### config.mk
export PLATFORM = sky130hd
export DESIGN_NAME = cache_hit_select
export DESIGN_NICKNAME = d
export VERILOG_FILES = /design/src/hw/cache_geom_pkg.sv /design/src/hw/cache_hit_select.sv
export SDC_FILE = /design/constraint.sdc
export NUM_CORES = 1
export LEC_CHECK = 0
export ABC_CLOCK_PERIOD_IN_PS = 2670
export BUFFER_PORTS_ARGS = -buffer_cell sky130_fd_sc_hd__buf_4
export CORE_AREA = 4 4 231 233
export DETAILED_ROUTE_END_ITERATION = 16
export DIE_AREA = 0 0 235 237
export HOLD_SLACK_MARGIN = 0.08
export PLACE_DENSITY = 0.4
export SLEW_MARGIN = 10
export SYNTH_ARGS = -nofsm -noshare
export SYNTH_HDL_FRONTEND = slang
export SYNTH_SLANG_ARGS = --single-unit
### constraint.sdc
create_clock -name clk_i -period 2.67 [get_ports clk_i]
set_input_delay 0.534 -clock clk_i [delete_from_list [all_inputs] [get_ports clk_i]]
set_output_delay 0.534 -clock clk_i [all_outputs]
set_load 0.01 [all_outputs]
### src/hw/cache_geom_pkg.sv
// Cache line geometry
package cache_geom_pkg;

    // One data word.
    localparam int WORD_WIDTH = 32;

    // Words held in one cache line.
    localparam int WORDS_PER_LINE = 4;

    // Full line as stored in a data SRAM row.
    localparam int LINE_WIDTH = WORD_WIDTH * WORDS_PER_LINE;

    // Word index field at the bottom of the address.
    localparam int OFFSET_WIDTH = 2;

    // Byte enables per word.
    localparam int BE_WIDTH = WORD_WIDTH / 8;

endpackage

### src/hw/cache_hit_select.sv
// Cache hit selection
module cache_hit_select
    import cache_geom_pkg::*;
#(
    parameter int NWAYS     = 4,
    parameter int SET_WIDTH = 4,
    parameter int TAG_WIDTH = 8
) (
    input  logic                             clk_i,
    input  logic                             reset_i,
    input  logic                             lookup_valid_i,
    input  logic [TAG_WIDTH-1:0]             lookup_tag_i,
    input  logic [OFFSET_WIDTH-1:0]          lookup_offset_i,
    input  logic [NWAYS-1:0][TAG_WIDTH-1:0]  rd_tag_i,
    input  logic [NWAYS-1:0]                 rd_valid_i,
    input  logic [NWAYS-1:0][LINE_WIDTH-1:0] rd_line_i,
    output logic                             rsp_valid_o,
    output logic                             rsp_hit_o,
    output logic [$clog2(NWAYS)-1:0]         rsp_way_o,
    output logic [WORD_WIDTH-1:0]            rsp_data_o
);

    localparam int WAY_WIDTH = $clog2(NWAYS);

    logic [NWAYS-1:0]      hit_vec;
    logic [WAY_WIDTH-1:0]  hit_way;
    logic [LINE_WIDTH-1:0] hit_line;
    logic [WORD_WIDTH-1:0] hit_word;

    // Valid and matching tag per way.
    always_comb begin
        for (int w = 0; w < NWAYS; w++) begin
            hit_vec[w] = lookup_valid_i && rd_valid_i[w] && (rd_tag_i[w] == lookup_tag_i);
        end
    end

    // And-or select leaves way and data at zero on a miss.
    always_comb begin
        hit_way  = '0;
        hit_line = '0;
        for (int w = 0; w < NWAYS; w++) begin
            if (hit_vec[w]) begin
                hit_way  = hit_way | WAY_WIDTH'(w);
                hit_line = hit_line | rd_line_i[w];
            end
        end
    end

    assign hit_word = hit_line[lookup_offset_i*WORD_WIDTH +: WORD_WIDTH]; // Word by offset.

    // Response register.
    always_ff @(posedge clk_i) begin
        if (reset_i) begin
            rsp_valid_o <= 1'b0;
            rsp_hit_o   <= 1'b0;
        end else begin
            rsp_valid_o <= lookup_valid_i;
            rsp_hit_o   <= |hit_vec;
        end
    end

    always_ff @(posedge clk_i) begin
        rsp_way_o  <= hit_way;
        rsp_data_o <= hit_word;
    end

    // A tag lives in one way of a set at most.
    single_hit_a: assert property (@(posedge clk_i) disable iff (reset_i)
        lookup_valid_i |-> $onehot0(hit_vec));

endmodule

## Yosys cells after proc, flatten, opt, wreduce, memory -nomap -nowiden

Cells that the tools add are included.

- Flip-flop bits (word level): 36
- Input port bits: 561
- Output and inout bits: 36

- Equal/unequal tests: 4
- Shift operators: 1
- Multiplexer cells: 5
- Bitwise gates (word level): 3
- Reductions and logical operators: 10

Operator list:

| kind | count |
|---|---|
| 128-bit 2-to-1 mux | 4 |
| 128-bit OR | 3 |
| 128-bit by 8-bit variable part select with 32-bit output | 1 |
| 8-bit equality test | 4 |
| 1-bit logical AND | 8 |
| 4-bit OR reduction | 1 |
| 2-bit OR reduction | 1 |
| 1-bit 2-to-1 mux | 1 |

## Depth between registers and ports, before layout

Gate-level depths: netlist of run 1.

- Word-level depth: 10
- Gate-level depth with buffers: 10
- Mapped depth without buffers: 7

## Worst setup path after synthesis of run 1

OpenSTA, ideal clock, no wires.

- Path kind: input to register
- From: input lookup_tag_i[0]
- To: register rsp_data_o[10]
- Data arrival time: 1.923 ns
- Required time: 2.554 ns
- Setup slack: 0.632 ns
- Stages on the path: 9
- Path buffers: 3
- Path through: buf_2 -> xnor2_1 -> nand4_1 -> nor3_4 -> buf_6 -> buf_4 -> a222oi_1 -> a211oi_2 -> a31o_1

- Word-level cells in the longest chain between the ends: 10
- Elaborated cells on any way between the ends: 16
- Those cells by class: 4 x eq/ne; 1 x shift; 4 x mux; 3 x bitwise; 4 x reduce/logical

RTL lines:

| what | line | source |
|---|---|---|
| from (decl) | cache_hit_select.sv:12 | `input logic [TAG_WIDTH-1:0] lookup_tag_i,` |
| 8-bit equality test | cache_hit_select.sv:33 | `hit_vec[w] = lookup_valid_i && rd_valid_i[w] && (rd_tag_i[w] == lookup_tag_i);` |
| 1-bit logical AND | cache_hit_select.sv:33 |  |
| 128-bit 2-to-1 mux | cache_hit_select.sv:42 | `if (hit_vec[w]) begin` |
| 128-bit OR | cache_hit_select.sv:44 | `hit_line = hit_line \| rd_line_i[w];` |
| 128-bit 2-to-1 mux | cache_hit_select.sv:42 |  |
| 128-bit OR | cache_hit_select.sv:44 |  |
| 128-bit 2-to-1 mux | cache_hit_select.sv:42 |  |
| 128-bit OR | cache_hit_select.sv:44 |  |
| 128-bit 2-to-1 mux * | cache_hit_select.sv:42 |  |
| 128-bit by 8-bit variable part select with 32-bit output * | cache_hit_select.sv:49 | `assign hit_word = hit_line[lookup_offset_i*WORD_WIDTH +: WORD_WIDTH];` |
| net hit_word[10] | cache_hit_select.sv:28 | `logic [WORD_WIDTH-1:0] hit_word;` |
| to (signal assigned) | cache_hit_select.sv:64 | `rsp_data_o <= hit_word;` |
| to (decl) | cache_hit_select.sv:20 | `output logic [WORD_WIDTH-1:0] rsp_data_o` |

Mark *: on every way through the listed nets, which the timed path passes. The rest lies on a longest branch.
A chain may end at the register's enable or synchronous reset.

## Worst setup path after layout of run 1

- From: input lookup_tag_i[4]
- To: register rsp_data_o[2]

Same word-level chain as after synthesis.

==> metrics.md, run 1 <==
| Metric | Value |
|---|---|
| Drt total wl | `41,800 microns` |
| Final setup TNS | `0 ns` |
| Setup crit end | `rsp_data_o[2]` |
| Worst slack, placed | `-0.408 ns` |
| Final Instance Area | `10,200 sq um` |
| Row count | `83` |
| Status | `complete, no violations` |
| Crit path max fanout | `67` |
| Type of the worst min-delay path | `in -> reg` |
| Syn Area/Cell | `7.66 sq um` |
| Hold_buf cts | `0` |
| Max-slew violation count | `0` |
| Unrepaired setup endpoints after global routing | `false` |
| I/O Buffers | `596` |
| Remaining routing DRC violations | `0` |
| Number of buffers created by CTS | `5` |
| Tmin final | `about 2.5 ns` |
| DRT iter0 DRCs | `705` |
| Vias per cell | `4.26` |
| Compound-Gate Fraction of Synth Area | `48.3%` |
| Leak | `between 4 and 5 nW` |
| Slew @ Worst Pin | `between 0.9 and 1 ns` |
| Share of cells above drive strength 1 | `approximately three fifths` |
| Leading area contributor after synthesis | `a222oi_1` |
| Placed Area | `10,000 sq um` |
| Worst endpoint required time | `slightly below 3 ns` |
| Clk sinks | `36` |
| Gr usage total | `14.0%` |
| Total power draw | `2.45 mW` |
| CTS clk-pin slew, worst paths | `0.07 ns` |
| Initial Util | `8.95%` |
| Simple-Gate Fraction of Synth Area | `18.7%` |
| Synth top area cells | `a222oi_1, dfxtp_1, nand2_1, a21oi_1, nand3_1` |
| Routability Congestion | `0.924` |
| Critical path arrival | `2.77 ns` |
| Maxcap violations | `0` |
| First-pass GRT wire length | `about 58,000 microns` |
| Slew margin rel. | `38.5%` |
| Routed Antenna Nets | `0` |
| Root buffer cell | `clkbuf_16` |
| Cell Area, Synth | `4580 sq um` |
| Die Y | `roughly 240 microns` |
| Share of the synthesized area in the top cell type | `28.0%` |
| DR vias | `~7.9k` |
| Total grt overflow | `0` |
| Crit Path Category | `in -> reg` |
| Initial antenna violation count | `2` |
| Final number of setup-violating endpoints | `0` |
| Htree depth | `2` |
| Met3 usage | `around 4.3%` |
| Crit start category | `input pin` |
| Cells after synthesis | `~600` |
| Yosys cell types | `30` |
| Area growth, synth to finish | `123%` |
| Count of final hold-check violations | `0` |
| Cell Pwr Density | `240 nW/um^2` |
| F_max | `between 300 and 400 MHz` |
| # fillers | `5,746` |
| Post-Synth Adder-Cell Area | `0%` |
| DIE WIDTH | `approximately 240 microns` |
| Register area share after synthesis | `about 16%` |
| IO Pins | `597` |
| Post-CTS setup buffers | `0` |
| Post-route setup slack | `0.160 ns` |
| Core Footprint | `slightly above 50,000 sq um` |
| Tcrit/Tclk final | `94.0%` |
| Largest net degree at the start of global routing | `59` |
| Synthesized flop and latch total | `36` |
| GR Util met1 | `~15%` |
| Die ar. | `55,700 sq um` |
| Vias in the first global route | `8,470` |
| Net count after synthesis | `1,159` |
| CTS tree | `done` |
| Max clock buf depth | `2` |
| Post-DP HPWL | `36,000 microns` |
| Post-Synth XOR/XNOR Area | `roughly 6.4%` |
| Worst IR Drop VDD | `approximately 0.00020 V` |
| Ys Warns | `0` |
| GRT busiest layer | `met2` |
| 1st-pass router iterations | `12` |
| CP endpoint kind | `flip-flop` |
| Mux cell area share after synthesis | `0%` |
| Met2 Usage GRT | `25.6%` |
| Drt wl/cell | `22.6 microns` |
| Final Net Count | `roughly 1.7k` |
| Largest family of logic cells by synthesized area | `compound AO/OA/AOI/OAI gates` |
| Worst setup path startpoint | `lookup_tag_i[4]` |
==> synth_stat cells, drive strengths merged <==
master	count
nor4	1
xnor2	32
nor3	4
clkbuf	20
a21boi	10
and3	14
a211oi	14
nand2	104
inv	1
buf	65
o21ai	7
dfxtp	36
a21oi	66
nor2b	1
nor2	1
a221oi	10
nand3	55
a222oi	128
a31o	24
or2	2
nand4	3
==> critical path, cell delays in order <==
cell      delay [ns]
buf_4           0.14
xnor2_1         0.21
nand4_1         0.18
nor3_4          0.33
buf_12          0.29
buf_4           0.21
a222oi_1        0.14
a211oi_1        0.40
buf_4           0.19
a31o_1          0.09
==> per-layer routing <==
layer / wire (microns) / up-vias
li1: - / 3640
met1: 15400 / 3709
met2: 21600 / 481
met3: 3450 / 54
met4: 1380 / 0
met5: 0 / -
==> what timing repair did <==
action                                  in CTS  in global routing
endpoints found under the setup margin       1                  1
cloned                                       0                  1
pin swaps                                    4                  4
gates resized for setup                      0                  3
endpoints found under the hold margin        0                  0
==> stage by stage <==
step,util [%],instances,hold WS [ns]
floorplan,-,598,0.606
global placement,19.6,1842,0.735
detailed placement,19.6,1842,0.735
CTS,19.9,1848,0.370
global route,19.9,1850,0.375
finish,19.9,1850,0.400
==> flip-flops by register name, summed over array words and instances (netlist names) <==
register,count
rsp_data_o,32
rsp_way_o,2
rsp_hit_o,1
rsp_valid_o,1
==> cell usage in the layout (no fill, tap or decap), drive strengths merged, types with 2 or more instances in the layout <==
master,count
o21ai,7
a21boi,10
a221oi,10
and3,14
a31o,24
a211oi,14
buf,646
nand4,3
xnor2,32
nand3,55
nor3,4
clkbuf,6
diode,2
or2,2
a222oi,128
dfxtp,36
a21oi,66
nand2,104
==> logic make-up (layout without fill, tap and decap cells) <==
group / count (synthesis) / in the layout
AOI/OAI and AO/OA: 259 / 259
other: 0 / 2
xor gates and xnor gates: 32 / 32
and+or+nand+nor: 185 / 185
DFF: 36 / 36
buffers and inverters: 86 / 656
==> worst min path at each step <==
stage / end / start / cells past startpoint
after floorplan: rsp_valid_o / reset_i / 1
after global placement: rsp_hit_o / reset_i / 2
after detailed placement: rsp_valid_o / reset_i / 2
after CTS: rsp_valid_o / reset_i / 2
after global routing: rsp_valid_o / reset_i / 2
final: rsp_valid_o / reset_i / 2
==> power by group <==
part           internal [mW]  switching [mW]  total (mW)
Sequential             0.573          0.0130       0.586
Clock                  0.441           0.318       0.759
Combinational          0.694           0.410        1.10
==> final cells by class <==
cell class | count | area (sq um) | area share [%]
antenna | 2 | 5.00 | 0.0490
timing repair buffer | 647 | 5070 | 49.7
tap | 680 | 851 | 8.34
clock buffer | 5 | 125 | 1.23
clock inverter | 3 | 42.5 | 0.417
inverter | 1 | 3.75 | 0.0368
sequential | 36 | 721 | 7.06
multi-input combinational | 476 | 3390 | 33.2
Note: power is estimated with default switching activity, not from simulation.
==> run 2: changes to the inputs <==
Settings changed: SETUP_SLACK_MARGIN set to 0.2.
==> metrics.md, run 2 (synthesis gave the netlist of run 1 again) <==
| Metric | Value |
|---|---|
| Worst setup path startpoint | `lookup_tag_i[7]` |
| Flop pwr share | `23.5%` |
| Max FFs per register | `32` |
| Drt total wl | `44,800 microns` |
| Largest net degree at the start of global routing | `55` |
| Core Footprint | `51,200 sq um` |
| # fillers | `5,696` |
| Die ar. | `55,700 sq um` |
| Placed Area | `10,000 sq um` |
| First-pass GRT wire length | `roughly 60,000 microns` |
| Final Net Count | `~1.8k` |
| Largest registers | `rsp_data_o x32, rsp_way_o x2` |
| Final number of setup-violating endpoints | `0` |
| Maxcap violations | `0` |
| CP endpoint kind | `flip-flop` |
| CTS clk-pin slew, worst paths | `0.07 ns` |
| Final Instance Area | `10,900 sq um` |
| Drt wl/cell | `roughly 24 microns` |
| Reg with most FFs | `rsp_data_o` |
| Initial antenna violation count | `2` |
| Routed Antenna Nets | `0` |
| Status | `complete, no violations` |
| Total grt overflow | `0` |
| Multi-input gate area | `between 3000 and 4000 sq um` |
| Slew margin rel. | `38.7%` |
| Worst endpoint required time | `2.88 ns` |
| Portion of total power attributed to the clock network | `between 30% and 40%` |
| Critical path arrival | `2.64 ns` |
| Tmin final | `2.43 ns` |
| DIE WIDTH | `about 240 microns` |
| Sw frac | `30.4%` |
| Register area | `721 sq um` |
| Row count | `83` |
| Total power draw | `2.49 mW` |
| Setup crit end | `rsp_data_o[31]` |
| Crit path max fanout | `9` |
| Comb power frac | `roughly 46%` |
| Root buffer cell | `clkbuf_16` |
| Tcrit/Tclk final | `91.0%` |
| Post-Layout Cell Count | `1,896` |
| Count of final hold-check violations | `0` |
| Die Y | `between 200 and 250 microns` |
| Slew @ Worst Pin | `roughly 0.92 ns` |
| Routability Congestion | `between 0.9 and 1` |
| DRT iter0 DRCs | `718` |
| Most frequent cells in the layout | `buf_4, a222oi_1, nand2_1` |
| F_max | `411 MHz` |
| Leak | `4.91 nW` |
| Area growth, synth to finish | `138%` |
| IO Pins | `597` |
| Cell Pwr Density | `between 200 and 250 nW/um^2` |
| Worst IR Drop VDD | `slightly below 0.0002 V` |
| Cells after DPL | `1,842` |
| Type of the worst min-delay path | `in -> reg` |
| Clk sinks | `36` |
| Commonest non-fill, non-tap cell in the layout | `buf_4` |
| Gr usage total | `between 10% and 20%` |
| I/O Buffers | `~600` |
| Crit start category | `input pin` |
| Sw Pwr | `0.756 mW` |
| DR vias | `8,214` |
| Max clock buf depth | `2` |
| Remaining routing DRC violations | `0` |
| CTS tree | `done` |
| Final core utilization | `21.3%` |
| Crit Path Category | `in -> reg` |
| Htree depth | `2` |
| Unrepaired setup endpoints after global routing | `true` |
| Power Internal | `about 1.7 mW` |
| Vias per cell | `4.33` |
| Vias in the first global route | `8,567` |
| Post-DP HPWL | `36,000 microns` |
| Number of buffers created by CTS | `5` |
| Max-slew violation count | `0` |
| Share of cells above drive strength 1 | `around three fifths` |
| Initial Util | `8.95%` |
| 1st-pass router iterations | `9` |
[run 2: timing repair]
| item | in CTS | in global routing |
|---|---|---|
| resized for setup | 12 | 26 |
| cloned | 4 | 3 |
| pin swaps | 7 | 16 |
| endpoints found under the setup margin | 2 | 11 |
| setup buffers | 14 | 23 |
| hold buffers | 0 | 0 |
[run 2: power groups by stage]
stage,Clock [mW],Combinational [mW],Sequential [mW]
final,0.755,1.15,0.586
after global placement,0,1.12,0.600
after CTS,0.819,1.14,0.587
after global routing,0.826,1.23,0.589
after detailed placement,0,1.13,0.599
after floorplan,0,0.229,0.613
[run 2: per-stage QoR]
step / hold slack, ns / setup TNS (ns) / worst slack [ns]
CTS: 0.370 / 0 / 0.112
global route: 0.375 / 0 / 0.0780
finish: 0.404 / 0 / 0.240
floorplan: 0.606 / 0 / 0.632
global placement: 0.735 / -0.793 / -0.393
detailed placement: 0.735 / -0.712 / -0.408
[run 2: layer usage]
layer | global-route usage (%) | vias up | wire length, microns
met3 | 4.17 | 55 | 3630
li1 | - | 3734 | -
met5 | 0 | - | 0
met1 | 16.3 | 3901 | 16800
met4 | 5.12 | 0 | 1360
met2 | 26.6 | 524 | 23000
[run 2: worst min path at each step]
stage                       start           to  slack, ns  cells after the start
after floorplan           reset_i  rsp_valid_o       0.61                      1
after global placement    reset_i    rsp_hit_o       0.74                      2
after detailed placement  reset_i  rsp_valid_o       0.74                      2
after CTS                 reset_i  rsp_valid_o       0.37                      2
after global routing      reset_i  rsp_valid_o       0.38                      2
final                     reset_i  rsp_valid_o       0.40                      2
[run 2: cell type report]
| class | instances | share of cell area [%] |
|---|---|---|
| Timing Repair Buffer | 693 | 51.7 |
| Inverter | 1 | 0.0344 |
| Clock buffer | 5 | 1.15 |
| Sequential cell | 36 | 6.60 |
| Clock inverter | 3 | 0.390 |
| Multi-Input combinational cell | 476 | 32.3 |
| Antenna cell | 2 | 0.0458 |
| Tap cell | 680 | 7.79 |
[run 2: worst max-delay path: stages]
cell      delay [ns]
buf_6           0.12
xnor2_1         0.12
nand4_1         0.15
nor3_4          0.07
buf_12          0.15
buf_4           0.18
buf_4           0.16
a222oi_1        0.82
a221oi_2        0.10
a31o_1          0.22
