[config.mk]
export PLATFORM = sky130hd
export DESIGN_NAME = cache_req_issue
export DESIGN_NICKNAME = d
export VERILOG_FILES = /design/src/hw/cache_geom_pkg.sv /design/src/hw/cache_op_pkg.sv /design/src/hw/cache_req_issue.sv
export SDC_FILE = /design/constraint.sdc
export NUM_CORES = 1
export LEC_CHECK = 0
export ABC_CLOCK_PERIOD_IN_PS = 2300
export BUFFER_PORTS_ARGS = -buffer_cell sky130_fd_sc_hd__buf_2
export CORE_AREA = 5 5 144 146
export CTS_CLUSTER_SIZE = 20
export DETAILED_ROUTE_END_ITERATION = 6
export DIE_AREA = 0 0 149 151
export PLACE_DENSITY_LB_ADDON = 0.12
export SLEW_MARGIN = 20
export SYNTH_ARGS = -nofsm -noshare
export SYNTH_HDL_FRONTEND = slang
export SYNTH_SLANG_ARGS = --single-unit
export TNS_END_PERCENT = 1
[constraint.sdc]
create_clock -name clk_i -period 2.3 [get_ports clk_i]
set_clock_uncertainty 0.2 [all_clocks]
set_input_delay 0.23 -clock clk_i [delete_from_list [all_inputs] [get_ports clk_i]]
set_output_delay 0.23 -clock clk_i [all_outputs]
set_load 0.01 [all_outputs]
[src/hw/cache_geom_pkg.sv]
// Cache line geometry
package cache_geom_pkg;

    // One data word.
    localparam int WORD_WIDTH = 32;

    // Words held in one cache line.
    localparam int WORDS_PER_LINE = 4;

    // Full line as stored in a data SRAM row.
    localparam int LINE_WIDTH = WORD_WIDTH * WORDS_PER_LINE;

    // Word index field at the bottom of the address.
    localparam int OFFSET_WIDTH = 2;

    // Byte enables per word.
    localparam int BE_WIDTH = WORD_WIDTH / 8;

endpackage

[src/hw/cache_op_pkg.sv]
// Cache request operations
package cache_op_pkg;

    // Operation codes on the request port.
    typedef enum logic [1:0] {
        OP_READ  = 2'd0, // Lookup in all ways.
        OP_WRITE = 2'd1, // Partial word store into one way.
        OP_FILL  = 2'd2, // Tag and full line into one way.
        OP_INVAL = 2'd3  // Clear the valid bit of one way.
    } cache_op_e;

endpackage

[src/hw/cache_req_issue.sv]
// Cache request issuer
module cache_req_issue
    import cache_geom_pkg::*;
    import cache_op_pkg::*;
#(
    parameter int NWAYS     = 4,
    parameter int SET_WIDTH = 4,
    parameter int TAG_WIDTH = 8
) (
    input  logic                                        clk_i,
    input  logic                                        reset_i,
    input  logic                                        req_valid_i,
    input  cache_op_e                                   req_op_i,
    input  logic [TAG_WIDTH+SET_WIDTH+OFFSET_WIDTH-1:0] req_addr_i,
    input  logic [$clog2(NWAYS)-1:0]                    req_way_i,
    input  logic [BE_WIDTH-1:0]                         req_be_i,
    input  logic [WORD_WIDTH-1:0]                       req_wdata_i,
    input  logic [LINE_WIDTH-1:0]                       req_line_i,
    output logic [NWAYS-1:0]                            dir_cs_o,
    output logic [NWAYS-1:0]                            dir_we_o,
    output logic [NWAYS-1:0]                            valid_set_o,
    output logic [NWAYS-1:0]                            valid_clr_o,
    output logic [NWAYS-1:0]                            data_cs_o,
    output logic [NWAYS-1:0]                            data_we_o,
    output logic [SET_WIDTH-1:0]                        dir_addr_o,
    output logic [TAG_WIDTH-1:0]                        dir_wtag_o,
    output logic [LINE_WIDTH-1:0]                       data_wline_o,
    output logic [WORDS_PER_LINE*BE_WIDTH-1:0]          data_wbe_o,
    output logic                                        lookup_valid_o,
    output logic [TAG_WIDTH-1:0]                        lookup_tag_o,
    output logic [OFFSET_WIDTH-1:0]                     lookup_offset_o
);

    localparam int ADDR_WIDTH = TAG_WIDTH + SET_WIDTH + OFFSET_WIDTH;
    localparam int WAY_WIDTH  = $clog2(NWAYS);

    logic                    req_valid_q;
    cache_op_e               req_op_q;
    logic [ADDR_WIDTH-1:0]   req_addr_q;
    logic [WAY_WIDTH-1:0]    req_way_q;
    logic [BE_WIDTH-1:0]     req_be_q;
    logic [WORD_WIDTH-1:0]   req_wdata_q;
    logic [LINE_WIDTH-1:0]   req_line_q;
    logic [TAG_WIDTH-1:0]    req_tag;
    logic [SET_WIDTH-1:0]    req_set;
    logic [OFFSET_WIDTH-1:0] req_offset;
    logic [NWAYS-1:0]        way_onehot;
    logic                    is_read;
    logic                    is_write;
    logic                    is_fill;
    logic                    is_inval;

    // Request register, SRAMs see the controls one edge later.
    always_ff @(posedge clk_i) begin
        if (reset_i) begin
            req_valid_q <= 1'b0;
        end else begin
            req_valid_q <= req_valid_i;
        end
    end

    always_ff @(posedge clk_i) begin
        req_op_q    <= req_op_i;
        req_addr_q  <= req_addr_i;
        req_way_q   <= req_way_i;
        req_be_q    <= req_be_i;
        req_wdata_q <= req_wdata_i;
        req_line_q  <= req_line_i;
    end

    // Address fields, tag on top and word offset at the bottom.
    assign req_tag    = req_addr_q[ADDR_WIDTH-1 -: TAG_WIDTH];
    assign req_set    = req_addr_q[OFFSET_WIDTH +: SET_WIDTH];
    assign req_offset = req_addr_q[OFFSET_WIDTH-1:0];

    assign is_read  = req_valid_q && (req_op_q == OP_READ);
    assign is_write = req_valid_q && (req_op_q == OP_WRITE);
    assign is_fill  = req_valid_q && (req_op_q == OP_FILL);
    assign is_inval = req_valid_q && (req_op_q == OP_INVAL);

    assign way_onehot = NWAYS'(1) << req_way_q;

    // A lookup enables every way, updates touch only the chosen one.
    assign dir_cs_o    = {NWAYS{is_read}} | ({NWAYS{is_fill}} & way_onehot);
    assign dir_we_o    = {NWAYS{is_fill}} & way_onehot;
    assign valid_set_o = {NWAYS{is_fill}} & way_onehot;
    assign valid_clr_o = {NWAYS{is_inval}} & way_onehot;
    assign data_cs_o   = {NWAYS{is_read}} | ({NWAYS{is_fill | is_write}} & way_onehot);
    assign data_we_o   = {NWAYS{is_fill | is_write}} & way_onehot;

    assign dir_addr_o   = req_set;
    assign dir_wtag_o   = req_tag;
    assign data_wline_o = is_fill ? req_line_q : {WORDS_PER_LINE{req_wdata_q}}; // Store word replicated.

    // Byte enables across the line.
    always_comb begin
        if (is_fill) begin
            data_wbe_o = '1;
        end else begin
            data_wbe_o = '0;
            data_wbe_o[req_offset*BE_WIDTH +: BE_WIDTH] = req_be_q;
        end
    end

    // Tag and offset follow the SRAM read by one cycle.
    always_ff @(posedge clk_i) begin
        if (reset_i) begin
            lookup_valid_o <= 1'b0;
        end else begin
            lookup_valid_o <= is_read;
        end
    end

    always_ff @(posedge clk_i) begin
        lookup_tag_o    <= req_tag;
        lookup_offset_o <= req_offset;
    end

    // Updates must address a way that exists in the array.
    way_in_range_a: assert property (@(posedge clk_i) disable iff (reset_i)
        req_valid_i && (req_op_i != OP_READ) |-> (int'(req_way_i) < NWAYS));

endmodule

### Yosys cells after proc, flatten, opt, wreduce, memory -nomap -nowiden

Index checks and enable logic that the tools add are counted.

* register bits: 194
* latch bits: 0
* RAM bits: 0
* bits in read-only memories: 0
* input bits: 185
* output and inout bits: 191
* word-level logic and storage cells: 31
* memories: 0

* $add $sub $neg: 1
* $mul: 0
* div/mod/pow operators: 0
* order comparisons: 0
* equal/unequal tests: 3
* shifts and indexed selects: 3
* muxes and demuxes: 2
* bitwise operators: 7
* reduce and logical (&&, ||, !) cells: 5

Operators by type and width (count)
* $mux W128: 1
* $neg A4 Y34: 1
* $shift A4 B34 Y16 const A: 1
* $shiftx A4 B34 Y16: 1
* $and A16 B16 Y16: 1
* $mux W16: 1
* $and A4 B4 Y4: 3
* $or A4 B4 Y4: 2
* $eq A2 B2 Y1 const B: 2
* $logic_and A1 B1 Y1: 4
* $shl A1 B2 Y4 const A: 1
* $eq A2 B1 Y1 const B: 1
* $logic_not A2 Y1: 1
* $or A1 B1 Y1: 1

### Depth between registers and ports, before layout

Gate-level depths: netlist of the first run.

* depth after elaboration: 5
* gate-level depth with buffers: 6
* mapped depth without buffers: 4

### Worst setup path before layout of the first run

No wires, ideal clock.

* path kind: register to output
* start: register req_addr_q[0]
* end: output data_wbe_o[12]
* data arrival time: 1497 ps
* required time: 1870 ps
* setup slack: 373 ps
* cell stages (with the launch flop): 5
* path buffers: 0
* cell sequence: dfxtp_1 inv_1 ha_1 nor4bb_1 a21o_1

* longest elaborated chain between the ends: 4
* elaborated cells between the ends (all ways): 5
* classes of those cells: add/sub (1); shift (2); mux (1); bitwise (1)

RTL lines
* from (decl): line cache_req_issue.sv:39 `logic [ADDR_WIDTH-1:0] req_addr_q;`
* from (signal assigned): line cache_req_issue.sv:64 `req_addr_q <= req_addr_i;`
* $neg A4 Y34 (*): line cache_req_issue.sv:101 `data_wbe_o[req_offset*BE_WIDTH +: BE_WIDTH] = req_be_q;`
* $shiftx A4 B34 Y16 or $shift A4 B34 Y16 (tied branches): line cache_req_issue.sv:101
* $and A16 B16 Y16 (no source line) (*)
* $mux W16 (*): line cache_req_issue.sv:97 `if (is_fill) begin`
* to (decl): line cache_req_issue.sv:28 `output logic [WORDS_PER_LINE*BE_WIDTH-1:0] data_wbe_o,`

Mark *: on every way between the ends. The rest lies on a longest branch, timed or not.

### Worst setup path after layout of the first run

* start: register req_op_q[0]
* end: output data_wline_o[43]

* longest elaborated chain between the ends: 3

RTL lines
* from (decl): line cache_req_issue.sv:38 `cache_op_e req_op_q;`
* from (signal assigned): line cache_req_issue.sv:63 `req_op_q <= req_op_i;`
* $eq A2 B2 Y1: line cache_req_issue.sv:78 `assign is_fill = req_valid_q && (req_op_q == OP_FILL);`
* $logic_and A1 B1 Y1: line cache_req_issue.sv:78
* $mux W128: line cache_req_issue.sv:93 `assign data_wline_o = is_fill ? req_line_q : {WORDS_PER_LINE{req_wdata_q}};`
* to (decl): line cache_req_issue.sv:27 `output logic [LINE_WIDTH-1:0] data_wline_o,`

Every way passes these cells.

==> summary.txt, run 1 <==
Outcome
  • Run status: finished, violations left
  • Failing checks: negative setup slack

Place
  • Number of buffers inserted by port buffering: 375
  • Post-placement worst setup slack: 0.1801 ns
  • Post-Place Cells: 1040
  • Cell area after placement: 8428 µm²
  • Last weighted congestion value of the routability-driven placer: 0.7996
  • Detailed-placement wirelength estimate: 14590 µm

Finish
  • Number of nets in the final layout: 1186
  • Fillers: 1473
  • Total area of multi-input combinational cells: 2345 µm²
  • Final cell count without fillers: 1276
  • Post-route cell area: 12060 µm²
  • Final cell utilization of the core: 0.6260
  • Fraction of final layout cells sized beyond drive strength 1: 0.5699
  • FF+latch area: 3894 µm²
  • Synth-to-layout area growth: 89.02%

Pwr
  • Sequential Power Share: 0.463
  • Sw power: 1.996 mW
  • Internal Power: 5.846 mW
  • Total Power Consumption: 7.843 mW
  • Highest ir drop seen on vdd: 466.3 µV
  • Clk pwr share: 0.376
  • Power per cell area: 650.1 nW/µm²
  • Comb power frac: 0.161
  • Leakage power: 5.834 nW
  • Switching share of power: 0.2545

Floorplan
  • Floorplan die area: 22500 µm²
  • Top-level port count: 376
  • Initial standard-cell utilization of the core: 0.3312
  • Die boundary height: 151 µm
  • Die width: 149 µm
  • Cell Rows: 51
  • Core region area: 19270 µm²

Synthesis
  • Multiplexer fraction of the synthesized cell area: 0.2776
  • Yosys warnings: 0
  • Area of the mapped netlist: 6382 µm²
  • Synthesized-area fraction occupied by and/or/nand/nor cells: 0.02843
  • Parity-gate share of the synthesized area counting xor and xnor cells: 0.001372
  • Syn nets: 615
  • Number of enable-type register cells in the synthesized netlist: 0
  • Cells after synthesis: 425
  • Fraction of the mapped netlist area in compound gates: 0.02392
  • Post-synthesis adder-cell area fraction: 0.009802
  • Largest family of logic cells by synthesized area: multiplexers
  • FFs w/ async S/R, synth: 0
  • Number of unique standard cell types used by synthesis: 26
  • Fraction of the yosys area taken by sequential cells: 0.6085
  • Top FF cell, synth: sky130_fd_sc_hd__dfxtp_1
  • FF+latch count, synth: 194
  • Syn Area/Cell: 15.02 µm²

Worst hold path
  • Classification of the worst-slack hold path: reg2reg
  • Critical hold path startpoint: req_addr_q[8]$_DFF_P_

Global route
  • Maximum number of pins on one net before global-route repair: 32
  • Number of antenna violations at the first check in global routing: 2
  • Met3 layer usage reported by global route: 0.05625
  • Number of global-route vias before repair: 5995
  • Routing layer with the top usage in global route: met2
  • Overflow left after global routing: 0
  • Global-route wire length before repair: 32550 µm
  • Met2 GRT Util: 0.3548
  • Overall fraction of global-route tracks in use: 0.1879
  • Met1 layer usage reported by global route: 0.1952

Worst setup path
  • Arrival time at the worst endpoint: 1.97 ns
  • Crit path max-delay cell type: sky130_fd_sc_hd__and3b_4
  • Crit path required time: 1.87 ns
  • Worst path max stage delay: 0.38 ns
  • Cell class contributing the biggest share of worst-path delay: buffers and inverters
  • CP Launch Point: req_op_q[0]$_DFF_P_
  • Worst setup SP type: flip-flop
  • Reg-to-reg startpoint: req_op_q[1]$_DFF_P_
  • Max Fanout on Critical Path: 9
  • Worst path bufs/invs: 3
  • Setup crit end kind: output pin
  • Ordered list of cells on the worst path: and3b_4 > buf_12 > clkbuf_16 > mux2_4 > buf_6
  • Category of the critical setup timing path: reg2out

Run
  • Number of max-cap violations: 0

Routing
  • Number of search-and-repair iterations in the first detailed-routing pass: 4
  • Wire length per cell after detailed routing: 17.70 µm
  • Number of violations reported at the end of detailed-routing iteration 0: 138
  • Residual DRC count: 0
  • Number of routed nets with antenna violations: 0
  • Routed via count: 5438
  • Routed vias/inst: 4.262
  • Post-Route WL: 22580 µm

Clock network
  • TritonCTS Sinks: 194
  • TritonCTS buffer count: 17
  • Number of levels the H-tree was split into: 4
  • Clock Pin Slew Worst Setup and Hold Paths: 0.08 ns
  • CTS tree: done
  • Cell at the root of the clock tree: sky130_fd_sc_hd__clkbuf_16
  • Max Buffers Root-to-Sink: 2
  • Worst skew pair latency: 0.42 ns

Timing
  • Final Slew Violations: 0
  • Final setup TNS: -4.935 ns
  • Final setup violation count: 94
  • Min cycle time layout: 2.402 ns
  • Worst hold slack: 0.1499 ns
  • Worst slew margin relative to its limit: 0.6685
  • FMAX: 0.4164 GHz
  • Period utilization: 1.044
  • Final setup margin: -0.1018 ns
  • Pin slew with the least headroom to its limit: 0.4937 ns
  • Final hold violation count: 0
  • Setup repair after global routing missed its margin: yes
[flip-flops by register name, indices dropped and copies added, names as in the netlist]
| signal | cells |
|---|---|
| req_be_q | 4 |
| lookup_tag_o | 8 |
| req_addr_q | 14 |
| req_valid_q | 1 |
| req_line_q | 128 |
| lookup_offset_o | 2 |
| lookup_valid_o | 1 |
| req_wdata_q | 32 |
| req_op_q | 2 |
| req_way_q | 2 |
[repair_timing]
item | in CTS | in global routing
pin swaps | 5 | 1
endpoints found under the setup margin | 144 | 141
hold buffers | 184 | 0
setup buffers | 8 | 1
cloned | 7 | 4
endpoints found under the hold margin | 184 | 0
gates resized for setup | 142 | 27
[cells in the final DEF (no fill, tap or decap), drive strengths merged, types with 2 or more instances in the layout]
cell and count:
buf 400, dfxtp 194, dlygate4sd3 184, mux2 128, clkbuf 21, inv 13, a21o 12, nor2 12
o21ai 8, clkinv 7, ha 5, nand3b 3, nand2b 3, a21oi 3, nor4bb 3, diode 2
or3b 2, nand3 2, nor3 2
[routing by layer]
metal  vias to the layer above  wire length (µm)
li1                       2588                 -
met1                      2574              8109
met2                       242             12350
met3                        34              1608
met4                         0               514
met5                         -                 0
[final cells by class]
type	count	area share
antenna	2	0.0004149
inverter	6	0.002074
timing repair buffer	588	0.4025
tap	265	0.02748
clock buffer	17	0.03526
sequential	194	0.3228
multi-input combinational	189	0.1944
clock inverter	15	0.01514
[kinds of logic (layout without fill, tap and decap cells)]
kind of cell               Yosys count  in the layout
AOI/OAI and AO/OA                   24             24
xor gates and xnor gates             1              1
adders and majority gates            5              5
buffers and inverters               42            626
DFF                                194            194
muxes                              128            128
other                                0              2
and+or+nand+nor                     31             31
[power by group through the flow]
stage / logic, mW / clock network (mW) / registers [mW]
after floorplan: 0.409 / 0 / 3.67
after global placement: 0.760 / 0 / 3.70
after detailed placement: 0.764 / 0 / 3.70
after CTS: 1.22 / 3.06 / 3.63
after global routing: 1.34 / 3.18 / 3.65
final: 1.26 / 2.95 / 3.63
[cells in the mapped netlist (5+ instances only)]
cell                        n  share of area
sky130_fd_sc_hd__dfxtp_1  194           0.61
sky130_fd_sc_hd__mux2_4    88           0.21
sky130_fd_sc_hd__mux2_2    40          0.071
sky130_fd_sc_hd__buf_4     17          0.020
sky130_fd_sc_hd__a21o_1    12          0.014
sky130_fd_sc_hd__nor2_1    12         0.0071
sky130_fd_sc_hd__buf_6     11          0.019
sky130_fd_sc_hd__o21ai_0    8         0.0063
sky130_fd_sc_hd__inv_1      6         0.0035
sky130_fd_sc_hd__buf_2      5         0.0039
sky130_fd_sc_hd__ha_1       5         0.0098
[worst paths after layout]
path	slack (ns)	end	depth (start not counted)
worst min-delay path	0.15	lookup_tag_o[2]$_DFF_P_	0
worst min register to register	0.15	lookup_tag_o[2]$_DFF_P_	0
worst max-delay path	-0.10	data_wline_o[43]	5
worst max register to register	0.94	lookup_valid_o$_SDFF_PP0_	3
No activity file was read; power rests on OpenSTA's default activity.
==> run 2: changes to the inputs <==
--- a/config.mk
+++ b/config.mk
@@ -12,6 +12,7 @@
 export DETAILED_ROUTE_END_ITERATION = 6
 export DIE_AREA = 0 0 149 151
 export PLACE_DENSITY_LB_ADDON = 0.12
+export SKIP_CTS_REPAIR_TIMING = 1
 export SLEW_MARGIN = 20
 export SYNTH_ARGS = -nofsm -noshare
 export SYNTH_HDL_FRONTEND = slang
==> run 2 against run 1 <==
Effect of this change: the flow still finishes with violations (negative setup slack); clock power about the same; flip-flop and latch count unchanged; power decreased by 1.1%; sequential share of layout area increased by 0.94 points; wire length decreased by 3.3%; register-to-register slack about the same; core utilization decreased by 1.7 points; hold slack about the same; cell count about the same; via count decreased by 0.99%; maximum frequency decreased by 1.9%; first-iteration DRC count decreased by 18%.
==> summary.txt, run 2 (same netlist as run 1, synthesis figures left out) <==
Outcome
  • Run status: finished, violations left
  • Failing checks: negative setup slack

Floorplan
  • Cell Rows: 51
  • Floorplan die area: 22500 µm²
  • Die boundary height: 151 µm
  • Die width: 149 µm
  • Top-level port count: 376
  • Initial standard-cell utilization of the core: 0.3312
  • Core region area: 19270 µm²

Pwr
  • Switching share of power: 0.2550
  • Internal Power: 5.779 mW
  • Sw power: 1.979 mW
  • Leakage power: 5.678 nW
  • Clk pwr share: 0.381
  • Comb power frac: 0.152
  • Highest ir drop seen on vdd: 468.5 µV
  • Sequential Power Share: 0.467
  • Total Power Consumption: 7.758 mW
  • Power per cell area: 661.5 nW/µm²

Timing
  • Final setup margin: -0.1473 ns
  • FMAX: 0.4086 GHz
  • Final Slew Violations: 0
  • Setup repair after global routing missed its margin: yes
  • Final hold violation count: 0
  • Final setup violation count: 140
  • Worst slew margin relative to its limit: 0.6546
  • Period utilization: 1.064
  • Final setup TNS: -14.28 ns
  • Pin slew with the least headroom to its limit: 0.5144 ns
  • Min cycle time layout: 2.447 ns

Place
  • Post-Place Cells: 1040
  • Last weighted congestion value of the routability-driven placer: 0.7996
  • Number of buffers inserted by port buffering: 375
  • Cell area after placement: 8428 µm²
  • Detailed-placement wirelength estimate: 14590 µm

Worst setup path
  • Arrival time at the worst endpoint: 2.02 ns
  • Ordered list of cells on the worst path: and3b_4 > clkbuf_16 > clkbuf_16 > mux2_4 > buf_2
  • Cell with the most instances on the worst path: sky130_fd_sc_hd__clkbuf_16
  • Critical Path Stages: 5
  • Worst path bufs/invs: 3
  • Cell class contributing the biggest share of worst-path delay: buffers and inverters
  • Worst setup SP type: flip-flop
  • Reg2reg path depth: 3
  • Crit path max-delay cell type: sky130_fd_sc_hd__and3b_4
  • Category of the critical setup timing path: reg2out
  • Crit path required time: 1.87 ns
  • Worst path max stage delay: 0.42 ns
  • Setup crit end kind: output pin
  • Max Fanout on Critical Path: 9

Finish
  • Final cell count without fillers: 1275
  • Leading cell types in the layout, fill and taps excluded: 316 x sky130_fd_sc_hd__buf_2, 190 x sky130_fd_sc_hd__dfxtp_1, 184 x sky130_fd_sc_hd__dlygate4sd3_1
  • Number of nets in the final layout: 1185
  • Number of flip-flops in the largest register: 128
  • Final cell utilization of the core: 0.6086
  • Synth-to-layout area growth: 83.77%
  • Fraction of final layout cells sized beyond drive strength 1: 0.5685
  • Post-route cell area: 11730 µm²
  • Largest registers ranked by flip-flop count: req_line_q: 128 flops, req_wdata_q: 32 flops, req_addr_q: 14 flops
  • Most common cell after layout, fill and taps aside: sky130_fd_sc_hd__buf_2
  • Top register by number of flip-flops: req_line_q

Clock network
  • TritonCTS buffer count: 17
  • Clock Pin Slew Worst Setup and Hold Paths: 0.08 ns
  • Cell at the root of the clock tree: sky130_fd_sc_hd__clkbuf_16
  • Max Buffers Root-to-Sink: 2
  • Number of levels the H-tree was split into: 4
  • Worst skew pair latency: 0.43 ns
  • TritonCTS Sinks: 194
  • CTS tree: done

Global route
  • Overflow left after global routing: 0
  • Overall fraction of global-route tracks in use: 0.1515
  • Number of antenna violations at the first check in global routing: 2
  • Global-route wire length before repair: 25990 µm
  • Number of global-route vias before repair: 4830
  • Maximum number of pins on one net before global-route repair: 63

Routing
  • Number of violations reported at the end of detailed-routing iteration 0: 113
  • Number of search-and-repair iterations in the first detailed-routing pass: 4
  • Number of routed nets with antenna violations: 0
  • Wire length per cell after detailed routing: 17.13 µm
  • Residual DRC count: 0
  • Routed via count: 5384
  • Post-Route WL: 21840 µm
  • Routed vias/inst: 4.223

Worst hold path
  • Classification of the worst-slack hold path: reg2reg
  • Worst hold stages: 0

Run
  • Number of max-cap violations: 0
## run 2: cell types whose count changed in the layout (fill, tap and decap cells not counted), moves of 2 or more
| cell | delta |
|---|---|
| sky130_fd_sc_hd__mux2_2 | +20 |
| sky130_fd_sc_hd__clkbuf_16 | +5 |
| sky130_fd_sc_hd__buf_8 | +2 |
| sky130_fd_sc_hd__buf_16 | -5 |
| sky130_fd_sc_hd__mux2_4 | -20 |
| sky130_fd_sc_hd__buf_2 | +37 |
| sky130_fd_sc_hd__buf_6 | -39 |
## run 2: path summary, 6_finish.rpt
check / slack (ns) / to / startpoint
min reg2reg: 0.15 / lookup_tag_o[2]$_DFF_P_ / req_addr_q[8]$_DFF_P_
min: 0.15 / lookup_tag_o[2]$_DFF_P_ / req_addr_q[8]$_DFF_P_
max reg2reg: 0.95 / lookup_valid_o$_SDFF_PP0_ / req_valid_q$_SDFF_PP0_
max: -0.15 / data_wline_o[111] / req_op_q[0]$_DFF_P_
## run 2: metal layers
| metal | GRT usage | vias to the layer above | part of all wire |
|---|---|---|---|
| met1 | 0.1536 | 2537 | 0.37 |
| met3 | 0.06164 | 32 | 0.069 |
| met5 | 0 | - | 0 |
| li1 | - | 2586 | - |
| met2 | 0.2720 | 229 | 0.54 |
| met4 | 0.07048 | 0 | 0.017 |
## run 2: power by group through the flow
stage,Sequential [mW],Combinational [mW],Clock [mW]
after detailed placement,3.70,0.764,0
final,3.63,1.18,2.96
after floorplan,3.67,0.409,0
after CTS,3.63,0.768,3.06
after global placement,3.70,0.760,0
after global routing,3.65,1.25,3.19
## run 2: through the flow
stage | worst slack [ns] | hold slack, ns
3_3_place_gp | 0.2088 | 0.1299
3_5_place_dp | 0.1801 | 0.1311
2_1_floorplan | 0.3732 | 0.05772
6_report | -0.1473 | 0.1496
5_1_grt | -0.2025 | 0.1648
4_1_cts | -0.3247 | -0.3361
## run 2: layout make-up
class                   instances  area (µm²)
fillers                      1523        7542
clock inverters                15       182.7
multi-input cells             189        2266
inverters                       6       22.52
repair buffers                587        4599
clock buffers                  17       425.4
well taps                     265       331.6
flip-flops and latches        194        3896
diodes                          2       5.005
==> run 3: changes to the inputs <==
--- a/config.mk
+++ b/config.mk
@@ -5,12 +5,13 @@
 export SDC_FILE = /design/constraint.sdc
 export NUM_CORES = 1
 export LEC_CHECK = 0
-export ABC_CLOCK_PERIOD_IN_PS = 2300
+export ABC_CLOCK_PERIOD_IN_PS = 2750
 export BUFFER_PORTS_ARGS = -buffer_cell sky130_fd_sc_hd__buf_2
 export CORE_AREA = 5 5 144 146
 export CTS_CLUSTER_SIZE = 20
 export DETAILED_ROUTE_END_ITERATION = 6
 export DIE_AREA = 0 0 149 151
+export MAX_ROUTING_LAYER = met4
 export PLACE_DENSITY_LB_ADDON = 0.12
 export SKIP_CTS_REPAIR_TIMING = 1
 export SLEW_MARGIN = 20
==> constraint.sdc (replaced) <==
create_clock -name clk_i -period 2.75 [get_ports clk_i]
set_clock_uncertainty 0.2 [all_clocks]
set_input_delay 0.275 -clock clk_i [delete_from_list [all_inputs] [get_ports clk_i]]
set_output_delay 0.275 -clock clk_i [all_outputs]
set_load 0.01 [all_outputs]
==> run 3 against run 2 <==
Effect of this change: the run now ends clean; die area stayed put; power is 17% lower; count of clock-buffer cells in the layout stayed put; worst setup slack better by 0.28 ns; non-clock buffer count is 25 lower; core utilization is 4.5 points lower; register-to-register slack better by 0.54 ns; critical endpoint is now data_wline_o[9]; largest cell class is now flip-flops and latches; largest power group unchanged.
==> summary.txt, run 3 (same netlist as run 1, synthesis figures left out) <==
Outcome
  • Run status: completed

Routing
  • Number of routed nets with antenna violations: 0
  • Routed via count: 5176
  • Number of violations reported at the end of detailed-routing iteration 0: 137
  • Post-Route WL: 19820 µm
  • Routed vias/inst: 4.144
  • Residual DRC count: 0
  • Number of search-and-repair iterations in the first detailed-routing pass: 4
  • Wire length per cell after detailed routing: 15.87 µm

Timing
  • Final Slew Violations: 0
  • Final hold violation count: 0
  • Worst slew margin relative to its limit: 0.6612
  • Setup repair after global routing missed its margin: no
  • FMAX: 0.3824 GHz
  • Min cycle time layout: 2.615 ns
  • Pin slew with the least headroom to its limit: 0.5046 ns
  • Final setup violation count: 0
  • Period utilization: 0.9508

Clock network
  • Number of levels the H-tree was split into: 4
  • TritonCTS Sinks: 194
  • Cell at the root of the clock tree: sky130_fd_sc_hd__clkbuf_16
  • Max Buffers Root-to-Sink: 2
  • Clock Pin Slew Worst Setup and Hold Paths: 0.08 ns
  • CTS tree: done
  • TritonCTS buffer count: 17
  • Worst skew pair latency: 0.43 ns

Pwr
  • Sequential Power Share: 0.474
  • Clk pwr share: 0.394
  • Highest ir drop seen on vdd: 432.7 µV
  • Leakage power: 5.303 nW
  • Comb power frac: 0.132
  • Power per cell area: 589.6 nW/µm²
  • Internal Power: 4.754 mW
  • Sw power: 1.652 mW
  • Total Power Consumption: 6.406 mW
  • Switching share of power: 0.2579

Worst setup path
  • Ordered list of cells on the worst path: and3b_4 > buf_12 > mux2_2 > buf_2
  • Setup crit end kind: output pin
  • Category of the critical setup timing path: reg2out
  • Crit path max-delay cell type: sky130_fd_sc_hd__mux2_2
  • Worst setup SP type: flip-flop
  • Arrival time at the worst endpoint: 2.14 ns
  • Max Fanout on Critical Path: 70
  • Cell class contributing the biggest share of worst-path delay: buffers and inverters
  • Crit path required time: 2.28 ns
  • Worst path bufs/invs: 2
  • Worst path max stage delay: 0.41 ns

Place
  • Number of buffers inserted by port buffering: 375
  • Last weighted congestion value of the routability-driven placer: 0.8135
  • Post-Place Cells: 1032
  • Detailed-placement wirelength estimate: 14340 µm

Floorplan
  • Floorplan die area: 22500 µm²
  • Top-level port count: 376
  • Initial standard-cell utilization of the core: 0.3312
  • Die boundary height: 151 µm
  • Die width: 149 µm
  • Cell Rows: 51
  • Core region area: 19270 µm²

Finish
  • Most common cell after layout, fill and taps aside: sky130_fd_sc_hd__buf_2
  • Synth-to-layout area growth: 70.24%
  • Final cell count without fillers: 1249
  • Fraction of final layout cells sized beyond drive strength 1: 0.5565
  • Number of flip-flops in the largest register: 128
  • Largest registers ranked by flip-flop count: req_line_q: 128 flops, req_wdata_q: 32 flops, req_addr_q: 14 flops
  • Number of nets in the final layout: 1160
  • Leading cell types in the layout, fill and taps excluded: 375 x sky130_fd_sc_hd__buf_2, 191 x sky130_fd_sc_hd__dfxtp_1, 184 x sky130_fd_sc_hd__dlygate4sd3_1
  • Top register by number of flip-flops: req_line_q

Global route
  • Overall fraction of global-route tracks in use: 0.1545
  • Overflow left after global routing: 0
  • Number of antenna violations at the first check in global routing: 1
  • Global-route wire length before repair: 25750 µm
  • Number of global-route vias before repair: 4735
  • Maximum number of pins on one net before global-route repair: 71

Run
  • Number of max-cap violations: 0

Worst hold path
  • Classification of the worst-slack hold path: reg2reg
[run 3: cell count changes in the layout (fill, tap and decap cells not counted), sizes merged]
cell,before,now
buf,394,378
diode,2,1
clkbuf,26,17
[run 3: power by group through the flow]
stage / Clock (mW) / Combinational [mW] / Sequential [mW]
CTS: 2.61 / 0.635 / 3.03
global placement: 0 / 0.625 / 3.09
floorplan: 0 / 0.342 / 3.07
detailed placement: 0 / 0.631 / 3.10
global route: 2.71 / 0.907 / 3.05
finish: 2.52 / 0.847 / 3.04
[run 3: worst register-to-register path, stage by stage (launching register included)]
cell,delay [ns]
sky130_fd_sc_hd__dfxtp_2,0.41
sky130_fd_sc_hd__or3b_2,0.51
sky130_fd_sc_hd__nor2_1,0.10
[run 3: final timing paths]
| check | start | slack (ns) | depth (start not counted) | endpoint |
|---|---|---|---|---|
| setup reg to reg | req_valid_q$_SDFF_PP0_ | 1.49 | 2 | lookup_valid_o$_SDFF_PP0_ |
| setup / recovery | req_op_q[0]$_DFF_P_ | 0.14 | 4 | data_wline_o[9] |
| hold / removal | req_addr_q[13]$_DFF_P_ | 0.15 | 0 | lookup_tag_o[7]$_DFF_P_ |
| hold reg to reg | req_addr_q[13]$_DFF_P_ | 0.15 | 0 | lookup_tag_o[7]$_DFF_P_ |
[run 3: final cells by class]
class / instances / area [µm²]
fillers: 1609 / 8406
flip-flops and latches: 194 / 3887
repair buffers: 562 / 3774
multi-input cells: 189 / 2217
clock buffers: 17 / 425.4
well taps: 265 / 331.6
clock inverters: 15 / 205.2
inverters: 6 / 22.52
diodes: 1 / 2.502
[run 3: stage by stage]
step / hold slack (ns) / setup TNS [ns] / util / instance area (µm²) / worst slack, ns
finish: 0.1528 / 0 / 0.5638 / 10870 / 0.1353
CTS: -0.2937 / -0.6819 / 0.4657 / 8974 / -0.1583
global route: 0.1607 / 0 / 0.5638 / 10870 / 0.02473
detailed placement: 0.1335 / 0 / 0.4329 / 8343 / 0.3442
global placement: 0.1303 / 0 / 0.4329 / 8343 / 0.5316
floorplan: 0.1027 / 0 / - / 6382 / 0.7782
[run 3: metal layers]
metal  GRT usage  part of all wire  vias to the layer above
met1      0.1516              0.36                     2398
met2      0.2808              0.55                      229
met5           -                 0                        -
met4     0.04805             0.016                        0
met3     0.06194             0.074                       27
li1            -                 -                     2522
